## src/logic/backend_pkg.sv

```systemverilog
`default_nettype none

package backend_pkg;

    localparam int XLEN    = 32;
    localparam int RADDR_W = 5;

    typedef enum logic [2:0] {
        OP_ADD = 3'd0,
        OP_SUB = 3'd1,
        OP_AND = 3'd2,
        OP_XOR = 3'd3,
        OP_LW  = 3'd4,
        OP_SW  = 3'd5
    } op_t;

    typedef struct packed {
        logic               valid;
        op_t                op;
        logic [RADDR_W-1:0] dest;
        logic               reg_wen;
        logic [XLEN-1:0]    result;     // ALU result or memory address
        logic [XLEN-1:0]    store_data;
        logic [XLEN-1:0]    pc;
    } ex_lane_t;

    typedef struct packed {
        logic               valid;
        logic [RADDR_W-1:0] dest;
        logic               reg_wen;
        logic [XLEN-1:0]    value;
        logic [XLEN-1:0]    pc;
    } wb_lane_t;

endpackage

`default_nettype wire
```

## src/logic/dual_backend.sv

```systemverilog
`timescale 1ns/1ps
`default_nettype none

module dual_backend import backend_pkg::*; #(
    parameter int IBUF_DEPTH = 4,
    parameter int RCREDITS   = 2,
    parameter int DMEM_WORDS = 64
) (
    input  logic               clk,
    input  logic               rst_n,
    input  logic               in_valid,
    input  logic               in_m_valid,
    input  op_t                in_m_op,
    input  logic [XLEN-1:0]    in_m_src_a,
    input  logic [XLEN-1:0]    in_m_src_b,
    input  logic [RADDR_W-1:0] in_m_dest,
    input  logic [XLEN-1:0]    in_m_pc,
    input  logic               in_s_valid,
    input  op_t                in_s_op,
    input  logic [XLEN-1:0]    in_s_src_a,
    input  logic [XLEN-1:0]    in_s_src_b,
    input  logic [RADDR_W-1:0] in_s_dest,
    input  logic [XLEN-1:0]    in_s_pc,
    output logic               issue_credit,
    input  logic               retire_credit,
    output logic               retire_valid,
    output logic               ret_m_valid,
    output logic [RADDR_W-1:0] ret_m_dest,
    output logic               ret_m_wen,
    output logic [XLEN-1:0]    ret_m_value,
    output logic [XLEN-1:0]    ret_m_pc,
    output logic               ret_s_valid,
    output logic [RADDR_W-1:0] ret_s_dest,
    output logic               ret_s_wen,
    output logic [XLEN-1:0]    ret_s_value,
    output logic [XLEN-1:0]    ret_s_pc
);

    logic               advance;
    logic               head_valid;
    logic               head_m_valid;
    op_t                head_m_op;
    logic [XLEN-1:0]    head_m_src_a;
    logic [XLEN-1:0]    head_m_src_b;
    logic [RADDR_W-1:0] head_m_dest;
    logic [XLEN-1:0]    head_m_pc;
    logic               head_s_valid;
    op_t                head_s_op;
    logic [XLEN-1:0]    head_s_src_a;
    logic [XLEN-1:0]    head_s_src_b;
    logic [RADDR_W-1:0] head_s_dest;
    logic [XLEN-1:0]    head_s_pc;
    ex_lane_t           ex_m;
    ex_lane_t           ex_s;
    ex_lane_t           mem_m;
    ex_lane_t           mem_s;
    wb_lane_t           wb_m;
    wb_lane_t           wb_s;
    wb_lane_t           wb_q_m;
    wb_lane_t           wb_q_s;
    logic               clr_ex_m;
    logic               clr_ex_s;
    logic               clr_wb_m;
    logic               clr_wb_s;

    // Invalid lanes enter as cleared bubbles
    assign clr_ex_m = advance & ~ex_m.valid;
    assign clr_ex_s = advance & ~ex_s.valid;
    assign clr_wb_m = advance & ~wb_m.valid;
    assign clr_wb_s = advance & ~wb_s.valid;

    issue_buffer #(.IBUF_DEPTH(IBUF_DEPTH)) u_ibuf (
        .clk, .rst_n, .push(in_valid),
        .in_m_valid, .in_m_op, .in_m_src_a, .in_m_src_b, .in_m_dest, .in_m_pc,
        .in_s_valid, .in_s_op, .in_s_src_a, .in_s_src_b, .in_s_dest, .in_s_pc,
        .pop(advance), .head_valid,
        .head_m_valid, .head_m_op, .head_m_src_a, .head_m_src_b, .head_m_dest, .head_m_pc,
        .head_s_valid, .head_s_op, .head_s_src_a, .head_s_src_b, .head_s_dest, .head_s_pc,
        .issue_credit
    );

    execute_stage u_exec (
        .head_valid,
        .head_m_valid, .head_m_op, .head_m_src_a, .head_m_src_b, .head_m_dest, .head_m_pc,
        .head_s_valid, .head_s_op, .head_s_src_a, .head_s_src_b, .head_s_dest, .head_s_pc,
        .ex_m, .ex_s
    );

    stage_reg #(.lane_t(ex_lane_t)) u_ex_mem (
        .clk, .rst_n, .ena_m(advance), .ena_s(advance),
        .clear_m(clr_ex_m), .clear_s(clr_ex_s),
        .d_m(ex_m), .d_s(ex_s), .q_m(mem_m), .q_s(mem_s)
    );

    memory_stage #(.DMEM_WORDS(DMEM_WORDS)) u_mem (
        .clk, .rst_n, .advance, .mem_m, .mem_s, .wb_m, .wb_s
    );

    stage_reg #(.lane_t(wb_lane_t)) u_mem_wb (
        .clk, .rst_n, .ena_m(advance), .ena_s(advance),
        .clear_m(clr_wb_m), .clear_s(clr_wb_s),
        .d_m(wb_m), .d_s(wb_s), .q_m(wb_q_m), .q_s(wb_q_s)
    );

    retire_stage #(.RCREDITS(RCREDITS)) u_retire (
        .clk, .rst_n, .retire_credit, .wb_q_m, .wb_q_s, .advance, .retire_valid,
        .ret_m_valid, .ret_m_dest, .ret_m_wen, .ret_m_value, .ret_m_pc,
        .ret_s_valid, .ret_s_dest, .ret_s_wen, .ret_s_value, .ret_s_pc
    );

endmodule

`default_nettype wire

```

## src/logic/retire_stage.sv

```systemverilog
`timescale 1ns/1ps
`default_nettype none

module retire_stage import backend_pkg::*; #(
    parameter int RCREDITS = 2
) (
    input  logic               clk,
    input  logic               rst_n,
    input  logic               retire_credit,
    input  wb_lane_t           wb_q_m,
    input  wb_lane_t           wb_q_s,
    output logic               advance,
    output logic               retire_valid,
    output logic               ret_m_valid,
    output logic [RADDR_W-1:0] ret_m_dest,
    output logic               ret_m_wen,
    output logic [XLEN-1:0]    ret_m_value,
    output logic [XLEN-1:0]    ret_m_pc,
    output logic               ret_s_valid,
    output logic [RADDR_W-1:0] ret_s_dest,
    output logic               ret_s_wen,
    output logic [XLEN-1:0]    ret_s_value,
    output logic [XLEN-1:0]    ret_s_pc
);

    localparam int CNT_W = $clog2(RCREDITS + 1);

    logic [CNT_W-1:0] credit_cnt;
    logic             credit_held;
    logic             pair_valid;

    assign credit_held = (credit_cnt != '0);
    // A pair with both lanes invalid was squashed to a bubble earlier
    assign pair_valid   = wb_q_m.valid | wb_q_s.valid;
    assign retire_valid = pair_valid & credit_held;
    assign advance      = ~pair_valid | credit_held;  // Stall only on a held pair

    always_ff @(posedge clk) begin
        if (!rst_n)
            credit_cnt <= '0;
        else
            credit_cnt <= credit_cnt + CNT_W'(retire_credit) - CNT_W'(retire_valid);
    end

    assign ret_m_valid = wb_q_m.valid;
    assign ret_m_dest  = wb_q_m.dest;
    assign ret_m_wen   = wb_q_m.reg_wen;
    assign ret_m_value = wb_q_m.value;
    assign ret_m_pc    = wb_q_m.pc;

    assign ret_s_valid = wb_q_s.valid;
    assign ret_s_dest  = wb_q_s.dest;
    assign ret_s_wen   = wb_q_s.reg_wen;
    assign ret_s_value = wb_q_s.value;
    assign ret_s_pc    = wb_q_s.pc;

endmodule

`default_nettype wire

```

## src/logic/memory_stage.sv

```systemverilog
`timescale 1ns/1ps
`default_nettype none

module memory_stage import backend_pkg::*; #(
    parameter int DMEM_WORDS = 64
) (
    input  logic     clk,
    input  logic     rst_n,
    input  logic     advance,
    input  ex_lane_t mem_m,
    input  ex_lane_t mem_s,
    output wb_lane_t wb_m,
    output wb_lane_t wb_s
);

    localparam int IDX_W = (DMEM_WORDS > 1) ? $clog2(DMEM_WORDS) : 1;

    logic [XLEN-1:0]       dmem [DMEM_WORDS];
    logic [DMEM_WORDS-1:0] written;  // Words never written read as 0
    logic [IDX_W-1:0]      idx;
    logic                  is_load;
    logic                  is_store;
    logic [XLEN-1:0]       rd_word;

    assign idx      = IDX_W'((mem_m.result >> 2) % DMEM_WORDS);
    assign is_load  = mem_m.valid && (mem_m.op == OP_LW);
    assign is_store = mem_m.valid && (mem_m.op == OP_SW);

    always_ff @(posedge clk) begin
        if (advance && is_store)
            dmem[idx] <= mem_m.store_data;
    end

    always_ff @(posedge clk) begin
        if (!rst_n)
            written <= '0;
        else if (advance && is_store)
            written[idx] <= 1'b1;
    end

    // Read data is captured by mem/wb on the same advance edge
    assign rd_word = written[idx] ? dmem[idx] : '0;

    always_comb begin
        wb_m.valid   = mem_m.valid;
        wb_m.dest    = mem_m.dest;
        wb_m.reg_wen = mem_m.reg_wen;
        wb_m.value   = is_load ? rd_word : mem_m.result;
        wb_m.pc      = mem_m.pc;
    end

    always_comb begin
        wb_s.valid   = mem_s.valid;
        wb_s.dest    = mem_s.dest;
        wb_s.reg_wen = mem_s.reg_wen;
        wb_s.value   = mem_s.result;  // ALU only
        wb_s.pc      = mem_s.pc;
    end

endmodule

`default_nettype wire

```

## src/logic/execute_stage.sv

```systemverilog
`timescale 1ns/1ps
`default_nettype none

module execute_stage import backend_pkg::*; (
    input  logic               head_valid,
    input  logic               head_m_valid,
    input  op_t                head_m_op,
    input  logic [XLEN-1:0]    head_m_src_a,
    input  logic [XLEN-1:0]    head_m_src_b,
    input  logic [RADDR_W-1:0] head_m_dest,
    input  logic [XLEN-1:0]    head_m_pc,
    input  logic               head_s_valid,
    input  op_t                head_s_op,
    input  logic [XLEN-1:0]    head_s_src_a,
    input  logic [XLEN-1:0]    head_s_src_b,
    input  logic [RADDR_W-1:0] head_s_dest,
    input  logic [XLEN-1:0]    head_s_pc,
    output ex_lane_t           ex_m,
    output ex_lane_t           ex_s
);

    function automatic logic [XLEN-1:0] alu(input op_t op, input logic [XLEN-1:0] a,
                                            input logic [XLEN-1:0] b);
        case (op)
            OP_ADD:  return a + b;
            OP_SUB:  return a - b;
            OP_AND:  return a & b;
            OP_XOR:  return a ^ b;
            default: return a;  // Loads and stores address through src_a
        endcase
    endfunction

    function automatic ex_lane_t make_lane(input logic valid, input op_t op,
                                           input logic [XLEN-1:0] a, input logic [XLEN-1:0] b,
                                           input logic [RADDR_W-1:0] dest,
                                           input logic [XLEN-1:0] pc);
        ex_lane_t lane;
        lane.valid      = valid;
        lane.op         = op;
        lane.dest       = dest;
        lane.reg_wen    = (op != OP_SW);
        lane.result     = alu(op, a, b);
        lane.store_data = b;
        lane.pc         = pc;
        return lane;
    endfunction

    // Empty buffer turns both lanes into bubbles
    assign ex_m = make_lane(head_valid & head_m_valid, head_m_op, head_m_src_a, head_m_src_b,
                            head_m_dest, head_m_pc);
    assign ex_s = make_lane(head_valid & head_s_valid, head_s_op, head_s_src_a, head_s_src_b,
                            head_s_dest, head_s_pc);

endmodule

`default_nettype wire

```

## src/logic/issue_buffer.sv

```systemverilog
`timescale 1ns/1ps
`default_nettype none

module issue_buffer import backend_pkg::*; #(
    parameter int IBUF_DEPTH = 4
) (
    input  logic               clk,
    input  logic               rst_n,
    input  logic               push,
    input  logic               in_m_valid,
    input  op_t                in_m_op,
    input  logic [XLEN-1:0]    in_m_src_a,
    input  logic [XLEN-1:0]    in_m_src_b,
    input  logic [RADDR_W-1:0] in_m_dest,
    input  logic [XLEN-1:0]    in_m_pc,
    input  logic               in_s_valid,
    input  op_t                in_s_op,
    input  logic [XLEN-1:0]    in_s_src_a,
    input  logic [XLEN-1:0]    in_s_src_b,
    input  logic [RADDR_W-1:0] in_s_dest,
    input  logic [XLEN-1:0]    in_s_pc,
    input  logic               pop,
    output logic               head_valid,
    output logic               head_m_valid,
    output op_t                head_m_op,
    output logic [XLEN-1:0]    head_m_src_a,
    output logic [XLEN-1:0]    head_m_src_b,
    output logic [RADDR_W-1:0] head_m_dest,
    output logic [XLEN-1:0]    head_m_pc,
    output logic               head_s_valid,
    output op_t                head_s_op,
    output logic [XLEN-1:0]    head_s_src_a,
    output logic [XLEN-1:0]    head_s_src_b,
    output logic [RADDR_W-1:0] head_s_dest,
    output logic [XLEN-1:0]    head_s_pc,
    output logic               issue_credit
);

    localparam int PTR_W = (IBUF_DEPTH > 1) ? $clog2(IBUF_DEPTH) : 1;
    localparam int CNT_W = $clog2(IBUF_DEPTH + 1);

    typedef struct packed {
        logic               valid;
        op_t                op;
        logic [XLEN-1:0]    src_a;
        logic [XLEN-1:0]    src_b;
        logic [RADDR_W-1:0] dest;
        logic [XLEN-1:0]    pc;
    } slot_t;

    slot_t            slots_m [IBUF_DEPTH];
    slot_t            slots_s [IBUF_DEPTH];
    logic [PTR_W-1:0] wr_ptr;
    logic [PTR_W-1:0] rd_ptr;
    logic [CNT_W-1:0] count;
    logic             do_pop;

    function automatic logic [PTR_W-1:0] next_ptr(input logic [PTR_W-1:0] p);
        return (p == PTR_W'(IBUF_DEPTH - 1)) ? '0 : p + 1'b1;
    endfunction

    assign head_valid   = (count != '0);
    assign do_pop       = pop & head_valid;
    assign issue_credit = do_pop;  // One credit back per entry freed

    always_ff @(posedge clk) begin
        if (push) begin
            slots_m[wr_ptr] <= '{in_m_valid, in_m_op, in_m_src_a, in_m_src_b, in_m_dest, in_m_pc};
            slots_s[wr_ptr] <= '{in_s_valid, in_s_op, in_s_src_a, in_s_src_b, in_s_dest, in_s_pc};
        end
    end

    always_ff @(posedge clk) begin
        if (!rst_n) begin
            wr_ptr <= '0;
            rd_ptr <= '0;
            count  <= '0;
        end else begin
            if (push)
                wr_ptr <= next_ptr(wr_ptr);
            if (do_pop)
                rd_ptr <= next_ptr(rd_ptr);
            count <= count + CNT_W'(push) - CNT_W'(do_pop);
        end
    end

    assign head_m_valid = slots_m[rd_ptr].valid;
    assign head_m_op    = slots_m[rd_ptr].op;
    assign head_m_src_a = slots_m[rd_ptr].src_a;
    assign head_m_src_b = slots_m[rd_ptr].src_b;
    assign head_m_dest  = slots_m[rd_ptr].dest;
    assign head_m_pc    = slots_m[rd_ptr].pc;

    assign head_s_valid = slots_s[rd_ptr].valid;
    assign head_s_op    = slots_s[rd_ptr].op;
    assign head_s_src_a = slots_s[rd_ptr].src_a;
    assign head_s_src_b = slots_s[rd_ptr].src_b;
    assign head_s_dest  = slots_s[rd_ptr].dest;
    assign head_s_pc    = slots_s[rd_ptr].pc;

endmodule

`default_nettype wire

```

## src/logic/stage_reg.sv

```systemverilog
`timescale 1ns/1ps
`default_nettype none

module stage_reg #(
    parameter type lane_t = logic
) (
    input  logic  clk,
    input  logic  rst_n,
    input  logic  ena_m,
    input  logic  ena_s,
    input  logic  clear_m,
    input  logic  clear_s,
    input  lane_t d_m,
    input  lane_t d_s,
    output lane_t q_m,
    output lane_t q_s
);

    // All zeros is an invalid lane
    always_ff @(posedge clk) begin
        if (!rst_n || clear_m) begin
            q_m <= '0;
        end else if (ena_m) begin
            q_m <= d_m;
        end
    end

    always_ff @(posedge clk) begin
        if (!rst_n || clear_s) begin
            q_s <= '0;
        end else if (ena_s) begin
            q_s <= d_s;
        end
    end

endmodule

`default_nettype wire

```

## config.mk

```make
export PLATFORM = sky130hd
export DESIGN_NAME = dual_backend
export DESIGN_NICKNAME = d
export VERILOG_FILES = /design/src/logic/backend_pkg.sv /design/src/logic/dual_backend.sv /design/src/logic/retire_stage.sv /design/src/logic/memory_stage.sv /design/src/logic/execute_stage.sv /design/src/logic/issue_buffer.sv /design/src/logic/stage_reg.sv
export SDC_FILE = /design/constraint.sdc
export NUM_CORES = 2
export LEC_CHECK = 0
export BUFFER_PORTS_ARGS = -buffer_cell sky130_fd_sc_hd__buf_2
export CORE_UTILIZATION = 50
export CTS_CLUSTER_DIAMETER = 50
export DETAILED_ROUTE_END_ITERATION = 12
export PLACE_DENSITY = 0.66
export RECOVER_POWER = 25
export SLEW_MARGIN = 20
export SYNTH_ARGS = -nofsm -noshare
export SYNTH_HDL_FRONTEND = slang
export SYNTH_HIERARCHICAL = 1
export SYNTH_SLANG_ARGS = --single-unit
```

## constraint.sdc

```tcl
create_clock -name clk -period 10.07 [get_ports clk]
set_input_delay 1.5105 -clock clk [delete_from_list [all_inputs] [get_ports clk]]
set_output_delay 1.5105 -clock clk [all_outputs]
set_load 0.02 [all_outputs]
```

==> flow_summary.ini <==
[placed_design]
hpwlAfterDp_mm = 238
place_congestion = 0.905
port_buffers = 357
dpl_cell_area_sq_um = 138000

[floorplan]
start_util_pct = 50.3
core_area_sq_um = 268000
rows = 190
dieArea_sq_um = 272000
ios = 358
die_y_um = 521
die_w_um = 521

[logic_synthesis]
syn_avg_cell_area_sq_um = 16.8
synth.net_count = 8393
synthCells = 8039
yosys_warnings = 6
syn_area_sq_um = 135000

[pwr]
peakVddDrop_mv = 0.192
power_density_nw_per_um2 = 284
leakage_nw = 50.7

[setup_path]
crit_path_end_kind = flip-flop
arrival_ns = 7.39
path_class = reg2reg
worstPathRequired_ns = 10.88
start_kind = flip-flop
crit_path_max_fanout = 34

[drt]
antenna_violating_nets_post_route = 0
drt_iter0_markers = 10500
drc_errors = 0
routedWlPerCell_um = 33.8
vias = 77500
viasPerCell = 6.46
first_pass_iters = 9
postRouteWirelength_mm = 406

[timing]
min_period_over_period_pct = 65.3
fin_worst_skew_ns = 0.0770
drv_slew = 990
relSlewSlack_pct = -104
fin_setup_tns_ns = 0
hold_viol = 0
period_needed_ns = 6.58
tightest_slew_ns = 3.07
rsz0062_at_grt = no
setup_violations = 0
max_freq_mhz = 152

[clocking]
cts_htree_levels = 5
insertion_delay_ns = 0.89
clkSinkCount = 3282
ctsHoldBuffers = 0
clk_pin_slew_ns = 0.06
cts_root_buf = clkbuf_16
cts_max_path_buffers = 4
post_cts_resized = 0
postCtsSetupBuffers = 0
tritoncts = done
cts_made_buffers = 359

[global_routing]
grt_antenna_before_repair = 47
track_usage_pct = 29.4
overflow = 0
grt_pass1_vias = 74800
grt_pass1_wl_mm = 565
grt_max_degree = 116

[finish]
design_area_sq_um = 149000
mostFrequentLayoutCell = edfxtp_1
final_cell_mix = edfxtp_1, mux2i_1, nor2_1
final_layout_size_suffix_gt1_share_pct = 18.9
syn_to_final_growth_pct = 10.5
num-nets-final = 8484

[run_status]
violations = max-capacitance violations, max-slew violations
outcome = complete, but fails checks

[run]
maxCapViolations = 15

[min_path]
hp-class = reg2reg
[worst paths after layout]
path | from | end | slack, ns | cells after the start
setup / recovery | flip-flop | u_ex_mem/q_m[95] | 3.49 | 22
hold / removal | u_mem/written[20] | u_mem/written[20] | 0.46 | 1
setup reg to reg | flip-flop | u_ex_mem/q_m[95] | 3.49 | 22
hold reg to reg | u_mem/written[20] | u_mem/written[20] | 0.46 | 1
[worst max-delay path, cell delays in order (launching register included)]
cell      delay (ns)
dfxtp_4         0.81
buf_4           0.53
mux4_2          0.64
or3_1           0.42
or3_1           0.39
nand2b_1        0.25
nor4_1          0.47
nand2_1         0.14
nor2_1          0.21
inv_2           0.08
o21ai_1         0.16
xor2_1          0.18
ha_1            0.29
a21oi_1         0.28
o21ai_0         0.19
a21o_1          0.21
a211oi_1        0.26
o21bai_1        0.13
a41oi_1         0.24
xnor2_1         0.10
a222oi_1        0.24
mux2i_1         0.12
nor2_1          0.11
[state kept, by name (all words and copies together), names as in the netlist, named ones only]
signal,flops
u_mem/dmem,2048
u_ibuf/slots_m,420
u_ibuf/slots_s,420
u_ex_mem/q_m,106
u_ex_mem/q_s,71
u_mem_wb/q_m,71
u_mem_wb/q_s,71
u_mem/written,64
u_ibuf/count,3
u_ibuf/rd_ptr,2
u_ibuf/wr_ptr,2
u_retire/credit_cnt,2
[stage by stage]
stage,worst slack (ns),std cells,hold slack (ns),util [%],power [mW]
after CTS,3.43,12000,0.458,55.7,42.2
final,3.49,12000,0.458,55.6,42.3
after global routing,2.73,12000,0.470,55.6,43.7
after floorplan,3.20,8039,0.433,-,25.8
after global placement,3.37,11300,0.441,51.3,29.2
after detailed placement,3.45,11300,0.446,51.3,29.3
[routing by layer]
layer	track usage, %	part of all wire (%)	vias up
met2	43.9	44	5055
met5	0.333	0.11	-
li1	-	-	31700
met1	39.9	38	39700
met4	11.3	4.3	54
met3	9.62	13	935
[layout make-up]
cell class                      instances  area, sq um
Tap cell                             3552         4440
Fill cell                           20500       119000
Clock inverter                        183         1760
Inverter                               74          289
Sequential cell                      3282        94700
Timing Repair Buffer                  591         3440
Clock buffer                          477         9870
Multi-Input combinational cell       3822        34500
Antenna cell                           22         55.1
[power by group]
| group | switching [mW] | internal [mW] |
|---|---|---|
| clock network | 5.41 | 7.51 |
| logic | 8.28 | 4.83 |
| registers | 0.578 | 15.7 |
No activity file was read; power rests on OpenSTA's default activity.
